===== src/hw/pce_pad_pkg.sv =====
// ========================================
// Controller port definitions
// Widths, the port word and reset values
// shared by the pad input blocks
// ========================================

package pce_pad_pkg;

	// Four directions, four buttons, four extra buttons
	localparam int joy_w = 12;

	// Multitap ports; anything at or above reads as empty
	localparam int num_ports = 5;

	typedef logic [2:0] port_idx_t;   // Multitap port number
	typedef logic [1:0] nibble_idx_t; // Mouse nibble counter

	// ========================================
	// Port word, as the core sees it
	// ========================================
	// pad view, nibble 3 down to 0:
	//   3 unused, always 0
	//   2 extra buttons III..VI, inverted
	//   1 left, down, right, up, inverted
	//   0 run, select, II, I, inverted
	// mouse view: the same mouse byte twice
	typedef union packed {
		logic [3:0][3:0] pad;
		logic [1:0][7:0] mouse;
	} pad_word_u;

	// Nothing plugged into this port
	localparam pad_word_u empty_word = 16'h0FFF;

	// Values taken on reset
	localparam port_idx_t   port_rst = 3'd0;
	localparam nibble_idx_t nib_rst  = 2'd3;  // Next frame starts at x high

endpackage


===== src/hw/pad_port_ctrl.sv =====
// ========================================
// Controller port sequencer
// Turns sel/clr edges into multitap port,
// six-button bank and mouse nibble state
// ========================================

`timescale 1ns/1ps

module pad_port_ctrl #(
	parameter int mouse_timeout_w = 15
) (
	input  logic                     clk_sys,
	input  logic                     rst_n,
	input  logic [1:0]               joy_out,    // bit 0 sel, bit 1 clr
	input  logic                     turbotap,
	input  logic                     buttons6,
	output pce_pad_pkg::port_idx_t   port,
	output logic                     high_bank,
	output pce_pad_pkg::nibble_idx_t nib_cnt,
	output logic                     frame_wrap
);

	logic [1:0]                 joy_out_q;  // Last sampled strobes
	logic [mouse_timeout_w-1:0] idle_cnt;
	logic                       sel;
	logic                       clr;
	logic                       sel_rise;
	logic                       clr_rise;
	logic                       idle_sat;

	assign sel = joy_out[0];
	assign clr = joy_out[1];

	assign sel_rise = sel & ~joy_out_q[0];
	assign clr_rise = clr & ~joy_out_q[1];
	assign idle_sat = &idle_cnt;

	// Deltas move over once the last nibble of a frame is done
	assign frame_wrap = clr_rise & (nib_cnt == 2'd3);

	always_ff @(posedge clk_sys or negedge rst_n) begin
		if (!rst_n) begin
			joy_out_q <= 2'b00;
		end else begin
			joy_out_q <= joy_out;
		end
	end

	// ========================================
	// Multitap scan and six-button bank
	// ========================================
	always_ff @(posedge clk_sys or negedge rst_n) begin
		if (!rst_n) begin
			port      <= pce_pad_pkg::port_rst;
			high_bank <= 1'b0;
		end else if (clr) begin
			port <= pce_pad_pkg::port_rst;
			if (clr_rise)
				high_bank <= ~high_bank & buttons6;  // Toggles once per clr frame
		end else if (sel_rise && turbotap) begin
			port <= port + 3'd1;
		end
	end

	// ========================================
	// Mouse nibble count and idle timeout
	// ========================================
	always_ff @(posedge clk_sys or negedge rst_n) begin
		if (!rst_n) begin
			idle_cnt <= '0;
		end else if (clr) begin
			idle_cnt <= '0;
		end else if (!idle_sat) begin
			idle_cnt <= idle_cnt + 1'b1;
		end
	end

	always_ff @(posedge clk_sys or negedge rst_n) begin
		if (!rst_n) begin
			nib_cnt <= pce_pad_pkg::nib_rst;
		end else if (clr_rise) begin
			nib_cnt <= nib_cnt + 2'd1;
		end else if (idle_sat) begin
			nib_cnt <= pce_pad_pkg::nib_rst;  // Host went quiet so resync
		end
	end

	// After the host went quiet the next clr starts a fresh mouse frame
	assert property (@(posedge clk_sys) disable iff (!rst_n)
		clr_rise && $past(idle_sat) |-> frame_wrap)
		else $error("clr after idle timeout did not wrap the mouse frame");

endmodule


===== src/hw/pad_word_mapper.sv =====
// ========================================
// Port word mapper
// Swaps and selects the joystick for the
// current port, builds the port word
// ========================================

`timescale 1ns/1ps

module pad_word_mapper (
	input  logic [pce_pad_pkg::joy_w-1:0] joy_a,
	input  logic [pce_pad_pkg::joy_w-1:0] joy_b,
	input  logic [pce_pad_pkg::joy_w-1:0] joy_2,
	input  logic [pce_pad_pkg::joy_w-1:0] joy_3,
	input  logic [pce_pad_pkg::joy_w-1:0] joy_4,
	input  logic                          joy_swap,
	input  logic                          mouse_en,
	input  pce_pad_pkg::port_idx_t        port,
	input  logic [7:0]                    mouse_byte,
	output pce_pad_pkg::pad_word_u        word,
	output logic [1:0]                    pad0_run_select
);

	logic [pce_pad_pkg::joy_w-1:0] joy_0;
	logic [pce_pad_pkg::joy_w-1:0] joy_1;
	logic [pce_pad_pkg::joy_w-1:0] joy_sel;

	// Active-low pad word from one joystick
	function automatic pce_pad_pkg::pad_word_u pad_view(
		input logic [pce_pad_pkg::joy_w-1:0] j
	);
		pce_pad_pkg::pad_word_u w;
		w.pad[3] = 4'h0;
		w.pad[2] = ~j[11:8];                   // III..VI
		w.pad[1] = ~{j[1], j[2], j[0], j[3]};  // Left, down, right, up
		w.pad[0] = ~j[7:4];                    // Run, select, II, I
		return w;
	endfunction

	assign joy_0 = joy_swap ? joy_b : joy_a;
	assign joy_1 = joy_swap ? joy_a : joy_b;

	// Run and select of the first pad ride along in the mouse byte
	assign pad0_run_select = joy_0[7:6];

	always_comb begin
		case (port)
			3'd0:    joy_sel = joy_0;
			3'd1:    joy_sel = joy_1;
			3'd2:    joy_sel = joy_2;
			3'd3:    joy_sel = joy_3;
			default: joy_sel = joy_4;
		endcase
	end

	always_comb begin
		if (port >= pce_pad_pkg::port_idx_t'(pce_pad_pkg::num_ports)) begin
			word = pce_pad_pkg::empty_word;
		end else if (port == 3'd0 && mouse_en) begin
			word.mouse = {mouse_byte, mouse_byte};  // Same byte either sel
		end else begin
			word = pad_view(joy_sel);
		end
	end

endmodule


===== src/hw/mouse_motion.sv =====
// ========================================
// Mouse motion
// Captures deltas per strobe and serves
// them one nibble per clr frame
// ========================================

`timescale 1ns/1ps

module mouse_motion (
	input  logic                     clk_sys,
	input  logic                     rst_n,
	input  logic [7:0]               mouse_x,
	input  logic [7:0]               mouse_y,
	input  logic                     mouse_strobe,
	input  logic [1:0]               mouse_buttons,  // bit 0 left, bit 1 right
	input  logic [1:0]               run_select,
	input  pce_pad_pkg::nibble_idx_t nib_cnt,
	input  logic                     frame_wrap,
	output logic [7:0]               mouse_byte
);

	logic [7:0] cap_x;  // Collected since last frame
	logic [7:0] cap_y;
	logic [7:0] ms_x;   // Served this frame
	logic [7:0] ms_y;

	// ========================================
	// Capture and frame handover
	// ========================================
	always_ff @(posedge clk_sys or negedge rst_n) begin
		if (!rst_n) begin
			cap_x <= 8'h00;
			cap_y <= 8'h00;
			ms_x  <= 8'h00;
			ms_y  <= 8'h00;
		end else begin
			if (frame_wrap) begin
				ms_x  <= cap_x;
				ms_y  <= cap_y;
				cap_x <= 8'h00;
				cap_y <= 8'h00;
			end
			// A strobe on the wrap cycle starts the next frame's capture
			if (mouse_strobe) begin
				cap_x <= 8'd0 - mouse_x;  // Console counts x the other way
				cap_y <= mouse_y;
			end
		end
	end

	// ========================================
	// Byte for the current nibble
	// ========================================
	always_comb begin
		case (nib_cnt)
			2'd0:    mouse_byte[7:4] = ms_x[7:4];
			2'd1:    mouse_byte[7:4] = ms_x[3:0];
			2'd2:    mouse_byte[7:4] = ms_y[7:4];
			default: mouse_byte[7:4] = ms_y[3:0];
		endcase
	end

	// Buttons stay readable in every nibble
	assign mouse_byte[3:0] = ~{run_select, mouse_buttons[0], mouse_buttons[1]};

endmodule


===== src/hw/pad_nibble_latch.sv =====
// ========================================
// Port nibble latch
// Registers the addressed nibble of the
// port word onto joy_in
// ========================================

`timescale 1ns/1ps

module pad_nibble_latch (
	input  logic                   clk_sys,
	input  logic                   rst_n,
	input  logic [1:0]             joy_out,   // bit 0 sel, bit 1 clr
	input  logic                   high_bank,
	input  pce_pad_pkg::pad_word_u word,
	output logic [3:0]             joy_in
);

	logic [1:0] nib_sel;

	// Bank picks the upper pair, sel picks within it
	assign nib_sel = {high_bank, joy_out[0]};

	always_ff @(posedge clk_sys or negedge rst_n) begin
		if (!rst_n) begin
			joy_in <= 4'h0;
		end else if (joy_out[1]) begin
			joy_in <= 4'h0;  // Port reads blank during clr
		end else begin
			joy_in <= word.pad[nib_sel];
		end
	end

	// clr blanks the port on the following cycle
	assert property (@(posedge clk_sys) disable iff (!rst_n)
		joy_out[1] |=> (joy_in == 4'h0))
		else $error("joy_in not blank after clr");

endmodule


===== src/hw/pad_input_top.sv =====
// ========================================
// Controller port top level
// Pads, multitap and mouse onto the
// console's 4-bit nibble bus
// ========================================

`timescale 1ns/1ps

module pad_input_top #(
	parameter int mouse_timeout_w = 15
) (
	input  logic                          clk_sys,
	input  logic                          rst_n,
	input  logic [pce_pad_pkg::joy_w-1:0] joy_a,
	input  logic [pce_pad_pkg::joy_w-1:0] joy_b,
	input  logic [pce_pad_pkg::joy_w-1:0] joy_2,
	input  logic [pce_pad_pkg::joy_w-1:0] joy_3,
	input  logic [pce_pad_pkg::joy_w-1:0] joy_4,
	input  logic                          joy_swap,
	input  logic                          turbotap,
	input  logic                          buttons6,
	input  logic                          mouse_en,
	input  logic [7:0]                    mouse_x,
	input  logic [7:0]                    mouse_y,
	input  logic [1:0]                    mouse_buttons,
	input  logic                          mouse_strobe,
	input  logic [1:0]                    joy_out,
	output logic [3:0]                    joy_in
);

	pce_pad_pkg::port_idx_t   port;
	pce_pad_pkg::nibble_idx_t nib_cnt;
	pce_pad_pkg::pad_word_u   word;
	logic                     high_bank;
	logic                     frame_wrap;
	logic [7:0]               mouse_byte;
	logic [1:0]               pad0_run_select;

	pad_port_ctrl #(.mouse_timeout_w(mouse_timeout_w)) u_ctrl (
		.clk_sys(clk_sys), .rst_n(rst_n), .joy_out(joy_out),
		.turbotap(turbotap), .buttons6(buttons6), .port(port),
		.high_bank(high_bank), .nib_cnt(nib_cnt), .frame_wrap(frame_wrap)
	);

	pad_word_mapper u_mapper (
		.joy_a(joy_a), .joy_b(joy_b), .joy_2(joy_2), .joy_3(joy_3), .joy_4(joy_4),
		.joy_swap(joy_swap), .mouse_en(mouse_en), .port(port),
		.mouse_byte(mouse_byte), .word(word), .pad0_run_select(pad0_run_select)
	);

	mouse_motion u_mouse (
		.clk_sys(clk_sys), .rst_n(rst_n), .mouse_x(mouse_x), .mouse_y(mouse_y),
		.mouse_strobe(mouse_strobe), .mouse_buttons(mouse_buttons),
		.run_select(pad0_run_select), .nib_cnt(nib_cnt),
		.frame_wrap(frame_wrap), .mouse_byte(mouse_byte)
	);

	pad_nibble_latch u_latch (
		.clk_sys(clk_sys), .rst_n(rst_n), .joy_out(joy_out),
		.high_bank(high_bank), .word(word), .joy_in(joy_in)
	);

endmodule


===== config.mk =====
export PLATFORM = sky130hd
export DESIGN_NAME = pad_input_top
export DESIGN_NICKNAME = d
export VERILOG_FILES = /design/src/hw/pce_pad_pkg.sv /design/src/hw/pad_port_ctrl.sv /design/src/hw/pad_word_mapper.sv /design/src/hw/mouse_motion.sv /design/src/hw/pad_nibble_latch.sv /design/src/hw/pad_input_top.sv
export SDC_FILE = /design/constraint.sdc
export NUM_CORES = 1
export LEC_CHECK = 0
export BUFFER_PORTS_ARGS = -buffer_cell sky130_fd_sc_hd__clkbuf_2
export CAP_MARGIN = 20
export CORE_MARGIN = 3
export CORE_UTILIZATION = 58
export DETAILED_ROUTE_END_ITERATION = 7
export GPL_ROUTABILITY_DRIVEN = 0
export GPL_TIMING_DRIVEN = 0
export PLACE_DENSITY = 0.86
export REMOVE_ABC_BUFFERS = 1
export SLEW_MARGIN = 30
export SYNTH_ARGS = -nofsm -noshare
export SYNTH_HDL_FRONTEND = slang
export SYNTH_HIERARCHICAL = 1
export SYNTH_SLANG_ARGS = --single-unit

===== constraint.sdc =====
create_clock -name clk_sys -period 4.8 [get_ports clk_sys]
set_input_delay 0.24 -clock clk_sys [delete_from_list [all_inputs] [get_ports clk_sys]]
set_output_delay 0.24 -clock clk_sys [all_outputs]
set_load 0.05 [all_outputs]

==> results of run 1 <==
-- flip-flops by register name (all words and copies together) (netlist names) --
signal            flops
u_ctrl/joy_out_q      2
u_mouse/cap_y         8
u_ctrl/nib_cnt        2
u_mouse/cap_x         8
u_ctrl/high_bank      1
u_ctrl/idle_cnt      15
u_mouse/ms_x          8
u_mouse/ms_y          8
u_latch/joy_in        4
u_ctrl/port           3
-- power by group through the flow --
stage | logic, mW | registers, mW | clock network, mW
final | 0.377 | 0.667 | 0.468
after global routing | 0.407 | 0.678 | 0.498
after CTS | 0.377 | 0.667 | 0.479
after detailed placement | 0.373 | 0.676 | 0
after global placement | 0.353 | 0.667 | 0
after floorplan | 0.235 | 0.672 | 0
-- how the worst min path moves through the flow --
| stage | startpoint | end | cells after the start | slack, ps |
|---|---|---|---|---|
| 2_1_floorplan | rst_n | u_ctrl/high_bank | 0 | -60 |
| 3_3_place_gp | u_ctrl/idle_cnt[10] | u_ctrl/idle_cnt[10] | 1 | 470 |
| 3_5_place_dp | rst_n | u_ctrl/idle_cnt[11] | 1 | 160 |
| 4_1_cts | mouse_y[3] | u_mouse/cap_y[3] | 2 | 120 |
| 5_1_grt | mouse_y[2] | u_mouse/cap_y[2] | 2 | 120 |
| 6_report | mouse_y[3] | u_mouse/cap_y[3] | 2 | 130 |
-- cell type report --
type | instances | area share (%)
clock inverter | 5 | 1.423
clock buffer | 11 | 3.513
inverter | 17 | 1.481
tap | 75 | 2.178
timing repair buffer | 92 | 11.21
multi-input combinational | 259 | 45.88
sequential | 59 | 34.32
-- worst max-delay path, stage by stage (launching register included) --
cell,delay (ps)
dfrtp_1,610
nor2b_2,700
a221oi_1,180
a31o_2,260
o31a_1,280
mux4_1,500
nor2b_1,140
-- cells by family after synthesis --
logic type               synth area share [%]
AND/OR/NAND/NOR                         15.67
flip-flops                              40.80
XOR/XNOR                                1.208
adder cells (fa/ha/maj)                 1.381
buffers and inverters                   4.798
multiplexers                            13.88
AO/OA/AOI/OAI                           22.26
-- cell usage in the layout, fill, tap and decap left out, types with 3 or more instances in the layout --
cell,n
a22o_1,12
a31o_2,4
or4_1,4
o311ai_0,3
a31oi_1,5
o31a_1,4
ha_1,4
nand3_1,7
nand2b_1,3
clkinvlp_4,3
mux2i_1,9
nor3_1,5
or3_1,7
a32o_1,4
inv_1,16
and2_1,4
xor2_1,4
o2bb2ai_1,4
nand4_1,3
mux2_2,20
dfrtp_1,57
mux4_2,6
o31ai_1,3
nand2_1,19
nor2_1,22
a211oi_1,5
clkbuf_8,11
a211o_1,3
nor4_1,4
clkbuf_2,89
a21oi_1,20
nor2b_1,6
o21ai_0,26
a221oi_1,5
-- layer usage --
layer	vias to the layer above	track usage (%)	wire length, µm
met1	1579	31.82	3536
met2	131	43.43	4620
li1	1539	-	-
met3	25	5.631	539
met5	-	0	0
met4	0	9.353	193
-- metrics by stage --
| stage | cell area [µm²] | std cells | hold WS, ps |
|---|---|---|---|
| floorplan | 3515 | 335 | -55.59 |
| global placement | 4059 | 500 | 471.0 |
| detailed placement | 4086 | 501 | 155.4 |
| CTS | 4309 | 518 | 115.2 |
| global route | 4309 | 518 | 120.3 |
| finish | 4309 | 518 | 130.5 |
-- what timing repair did --
action | CTS | global route
hold buffers | 1 | 0
endpoints found under the hold margin | 17 | 0
gates resized for setup | 0 | 0
==> summary.md, run 1 <==
| Metric | Value |
|---|---|
| Nets | between 500 and 600 |
| Outcome | complete, no violations |
| Post-detail-place hpwl | 6525 µm |
| DRC | 0 |
| PnR Total Power | roughly 1.5 mW |
| First-pass GRT wire length | 14800 µm |
| Post-synth cell types | 62 |
| Row cnt | 28 |
| CTS sink cnt | 59 |
| Static Leak | 1.948 nW |
| Int Power | 1.074 mW |
| Syn Area/Cell | 10.27 µm² |
| Cell with the most instances after synthesis | dfrtp_1 |
| Worst Setup EP | u_latch/joy_in[1] |
| Reg clk slew, reported paths | 70 ps |
| Clock Power Share | 30.9% |
| Synthesis-to-layout area growth | 18.88% |
| Detailed-router iteration count before antenna repair | 5 |
| Comb pwr share | 24.9% |
| Post-synthesis cell count | 353 |
| Initial antenna violation count | 0 |
| R2R Path Start | u_ctrl/port[0] |
| Syn Std Cell Area | 3625 µm² |
| Slew HR | about 50% |
| Capture point of the worst reg-to-reg path | u_latch/joy_in[1] |
| Setup slack after layout | 1999 ps |
| Setup crit end kind | flop |
| Startpoint type of the worst setup path | flop |
| Number of CTS-inserted buffers | 9 |
| Flop pwr share | 44.1% |
| Hold Crit Class | input pin to flop |
| Clock Tree Buf Depth | 2 |
| Initial Util | 60.51% |
| Filler cells | 454 |
| Post-synth EDFFs | 0 |
| Synthesis Warnings | 6 |
| DR WL/cell | 17.16 µm |
| # H-tree levels | 3 |
| Post-synth top cells | 57 x dfrtp_1, 26 x o21ai_0, 23 x nor2_1 |
| Ys flop type | dfrtp_1 |
| Post-synth top area share | 39.35% |
| Worst R2R Setup Slack | 2000 ps |
| Vias/cell | 6.320 |
| Max-cap violation count | 0 |
| Slew @ Worst Pin | 759.5 ps |
| Storage cell area | 1479 µm² |
| Initial DRC count | just under 300 |
| Die width | roughly 85 µm |
| Global route total overflow | 0 |
| Clk_skew | 9.250 ps |
| Setup violators final | 0 |
| Number of nets with antenna violations after routing | 0 |
| Worst setup startpoint | u_ctrl/port[0] |
| Fin crit share | approximately three fifths |
| IO Pins | 91 |
| Number of global-route vias before repair | 3257 |
| Data required time of the worst path | 5000 ps |
| Die area | 7234 µm² |
| Final hold violation count | 0 |
| Maximum number of pins on one net before global-route repair | 43 |
| Setup TNS | 0 ps |
| Layout cells sized above 1 | 34.31% |
| CTS tree | built |
| Cell taking the most area after synthesis | dfrtp_1 |
| Post-layout util | 71.93% |
| Final Critical Period | ~2800 ps |
| GRT Overall Usage | about a quarter |
| IO buf count | 90 |
| Post-place setup slack | approximately 2000 ps |
| Root buf cell | clkbuf_8 |
| Final wirelength | 8888 µm |
| Die H | roughly 85 µm |
| Switching part of the total | between 20 and 30% |
| R2r worst-path depth | 6 |
| Final Slew Violations | 0 |
| # diodes | 0 |
| Fmax | 357.0 MHz |
| Synth top area cells | dfrtp_1 39%, mux2_2 6.2%, mux4_2 3.7%, o21ai_0 3.6%, a22o_1 2.9% |
| Post-CTS Setup Inserts | 0 |
| Sequential area share after synthesis | 40.80% |
| Critical-path maximum fanout | 16 |
| Via count | 3274 |
| Critical path type | flop to flop |
| RSZ-0062 raised after global routing | false |
| Post-synth ARST share | 100.0% |
| Multi-input logic area | ~2000 µm² |
| Skew-Pair Late Insertion Delay | about 340 ps |
| FF+latch count, synth | 59 |
| Power Density | 350.9 nW/µm² |
| Switch Pwr | 0.4387 mW |
| Core area | 5991 µm² |
| Max VDD drop | between 200 and 300 µV |
| CP Data Arrival Time | between 3000 and 4000 ps |
No activity file was read; power rests on OpenSTA's default activity.
==> run 2, diff against run 1 <==
- CORE_UTILIZATION: 58 -> 54
- PLACE_DENSITY: 0.86 -> 0.81
- clock period: 4.8 -> 2.7 ns (I/O delays scaled with it)
==> summary.md, run 2 (same netlist as run 1, synthesis figures left out) <==
| Metric | Value |
|---|---|
| Outcome | complete, no violations (unchanged) |
| Data required time of the worst path | 2900 ps (was 5000 ps) |
| Clock Power Share | 30.4% (was 30.9%) |
| Nets | 529 (unchanged) |
| Placed cells | 503 (was 501) |
| IO buf count | 90 (unchanged) |
| HP Start | mouse_y[3] (unchanged) |
| Initial DRC count | 304 (was 295) |
| Startpoint type of the worst setup path | flop (unchanged) |
| CP Data Arrival Time | 2790 ps (was 3010 ps) |
| Int Power | 1.885 mW (was 1.074 mW) |
| Clock Tree Buf Depth | 2 (unchanged) |
| CTS tree | built (unchanged) |
| First-pass GRT wire length | 14250 µm (was 14800 µm) |
| Post-detail-place hpwl | 6461 µm (was 6525 µm) |
| Reg with most FFs | u_ctrl/idle_cnt (unchanged) |
| Setup violators final | 0 (unchanged) |
| Final hold violation count | 0 (unchanged) |
| Detailed-router iteration count before antenna repair | 5 (unchanged) |
| Final Critical Period | 2590 ps (was 2801 ps) |
| Final Slew Violations | 0 (unchanged) |
| Global route total overflow | 0 (unchanged) |
| Number of CTS-inserted buffers | 9 (unchanged) |
| Filler cells | 511 (was 454) |
| Clk_skew | 9.554 ps (was 9.250 ps) |
| DRC | 0 (unchanged) |
| Non-Filler Instances | 520 (was 518) |
| Fmax | 386.1 MHz (was 357.0 MHz) |
| Die width | 87.93 µm (was 85.06 µm) |
| Commonest cells after routing, fill and taps aside | 89 x clkbuf_2, 56 x dfrtp_1, 26 x o21ai_0 (was 89 x clkbuf_2, 57 x dfrtp_1, 26 x o21ai_0) |
| Number of nets with antenna violations after routing | 0 (unchanged) |
| Max-cap violation count | 0 (unchanged) |
| R2r worst-path depth | 6 (unchanged) |
| R2R Path Start | u_ctrl/port[0] (unchanged) |
| Slew HR | 51.01% (was 49.36%) |
| RSZ-0062 raised after global routing | false (unchanged) |
| WHS | 22.00 ps (was 130.5 ps) |
| Slew @ Worst Pin | 734.9 ps (was 759.5 ps) |
| Initial antenna violation count | 0 (unchanged) |
| # H-tree levels | 3 (unchanged) |
| Row cnt | 29 (was 28) |
| IO Pins | 91 (unchanged) |
| Post-place setup slack | -56.58 ps (was 2053 ps) |
| Fin crit share | 95.93% (was 58.35%) |
| Comb pwr share | 25.1% (was 24.9%) |
| Via count | 3214 (was 3274) |
| Reg clk slew, reported paths | 70 ps (about the same) |
| Worst setup startpoint | u_ctrl/port[0] (unchanged) |
| Number of global-route vias before repair | 3132 (was 3257) |
| Maximum number of pins on one net before global-route repair | 43 (unchanged) |
| Setup crit end kind | flop (unchanged) |
| Final wirelength | 8711 µm (was 8888 µm) |
| Skew-Pair Late Insertion Delay | 340 ps (about the same) |
| Root buf cell | clkbuf_8 (unchanged) |
| CTS sink cnt | 59 (unchanged) |
| Largest register FFs | 15 (unchanged) |
| Commonest non-fill, non-tap cell in the layout | clkbuf_2 (unchanged) |
| GRT Overall Usage | 23.79% (was 25.48%) |
| Layout cells sized above 1 | 34.54% (was 34.31%) |
| Switch Pwr | 0.7703 mW (was 0.4387 mW) |
| Critical path type | flop to flop (unchanged) |
| Static Leak | 1.941 nW (was 1.948 nW) |
| Die H | 87.93 µm (was 85.06 µm) |
| Flop pwr share | 44.5% (was 44.1%) |
| Synthesis-to-layout area growth | 18.95% (was 18.88%) |
| Hold Crit Class | input pin to flop (unchanged) |
| WHS Path Cells | 2 (unchanged) |
| Power Density | 615.9 nW/µm² (was 350.9 nW/µm²) |
| Design Area, Final | 4312 µm² (was 4309 µm²) |
| Max VDD drop | 447.3 µV (was 286.2 µV) |
| Die area | 7732 µm² (was 7234 µm²) |
| DR WL/cell | 16.75 µm (was 17.16 µm) |
| Placed cell area | 4089 µm² (was 4086 µm²) |
| Post-CTS Setup Inserts | 0 (unchanged) |
| # diodes | 0 (unchanged) |
| Vias/cell | 6.181 (was 6.320) |
| Setup slack after layout | 109.9 ps (was 1999 ps) |
| PnR Total Power | 2.656 mW (was 1.512 mW) |
| Core area | 6422 µm² (was 5991 µm²) |
| Switching part of the total | 29.00% (was 29.01%) |
| Initial Util | 56.44% (was 60.51%) |
| Critical-path maximum fanout | 16 (unchanged) |
-- run 2: what timing repair did --
item,CTS,global route
resized for setup,2,1
endpoints found under the setup margin,2,3
endpoints found under the hold margin,52,0
hold buffers,1,0
-- run 2: layout make-up --
cell class / count / area (µm²) / share of cell area [%]
multi-input cells: 259 / 1982 / 45.97
flip-flops and latches: 59 / 1480 / 34.33
repair buffers: 92 / 483.0 / 11.20
clock buffers: 11 / 141.4 / 3.279
well taps: 77 / 96.34 / 2.234
inverters: 17 / 67.56 / 1.567
clock inverters: 5 / 61.31 / 1.422
-- run 2: metrics by stage --
step                util (%)  setup TNS (ps)
floorplan                  -               0
global placement       63.24           -1062
detailed placement     63.67          -68.58
CTS                    67.08               0
global route           67.13               0
finish                 67.13               0
-- run 2: final timing paths --
kind | end | slack [ps]
worst max-delay path | u_latch/joy_in[1] | 110
worst min-delay path | u_mouse/cap_y[3] | 20
worst max register to register | u_latch/joy_in[1] | 110
worst min register to register | u_ctrl/idle_cnt[10] | 480
max in group asynchronous | u_ctrl/nib_cnt[1] | 1900
min in group asynchronous | u_ctrl/high_bank | 240
-- run 2: routing by layer --
layer / wire length [µm] / global-route usage, %
met2: 4450 / 40.00
met5: 0 / 0
met3: 603 / 5.738
met4: 140 / 9.344
met1: 3516 / 29.60
-- run 2: power by group through the flow --
| stage | clock, mW | combinational, mW | sequential (mW) |
|---|---|---|---|
| 3_5_place_dp | 0 | 0.661 | 1.20 |
| 3_3_place_gp | 0 | 0.630 | 1.19 |
| 4_1_cts | 0.832 | 0.665 | 1.18 |
| 6_report | 0.807 | 0.666 | 1.18 |
| 5_1_grt | 0.883 | 0.721 | 1.21 |
| 2_1_floorplan | 0 | 0.418 | 1.19 |
-- run 2: critical path: stages, from the launching register on --
cell and delay (ps):
dfrtp_1 660, nor2b_4 510, a221oi_1 140, a31o_2 230
o31a_1 290, mux4_1 490, nor2b_1 140
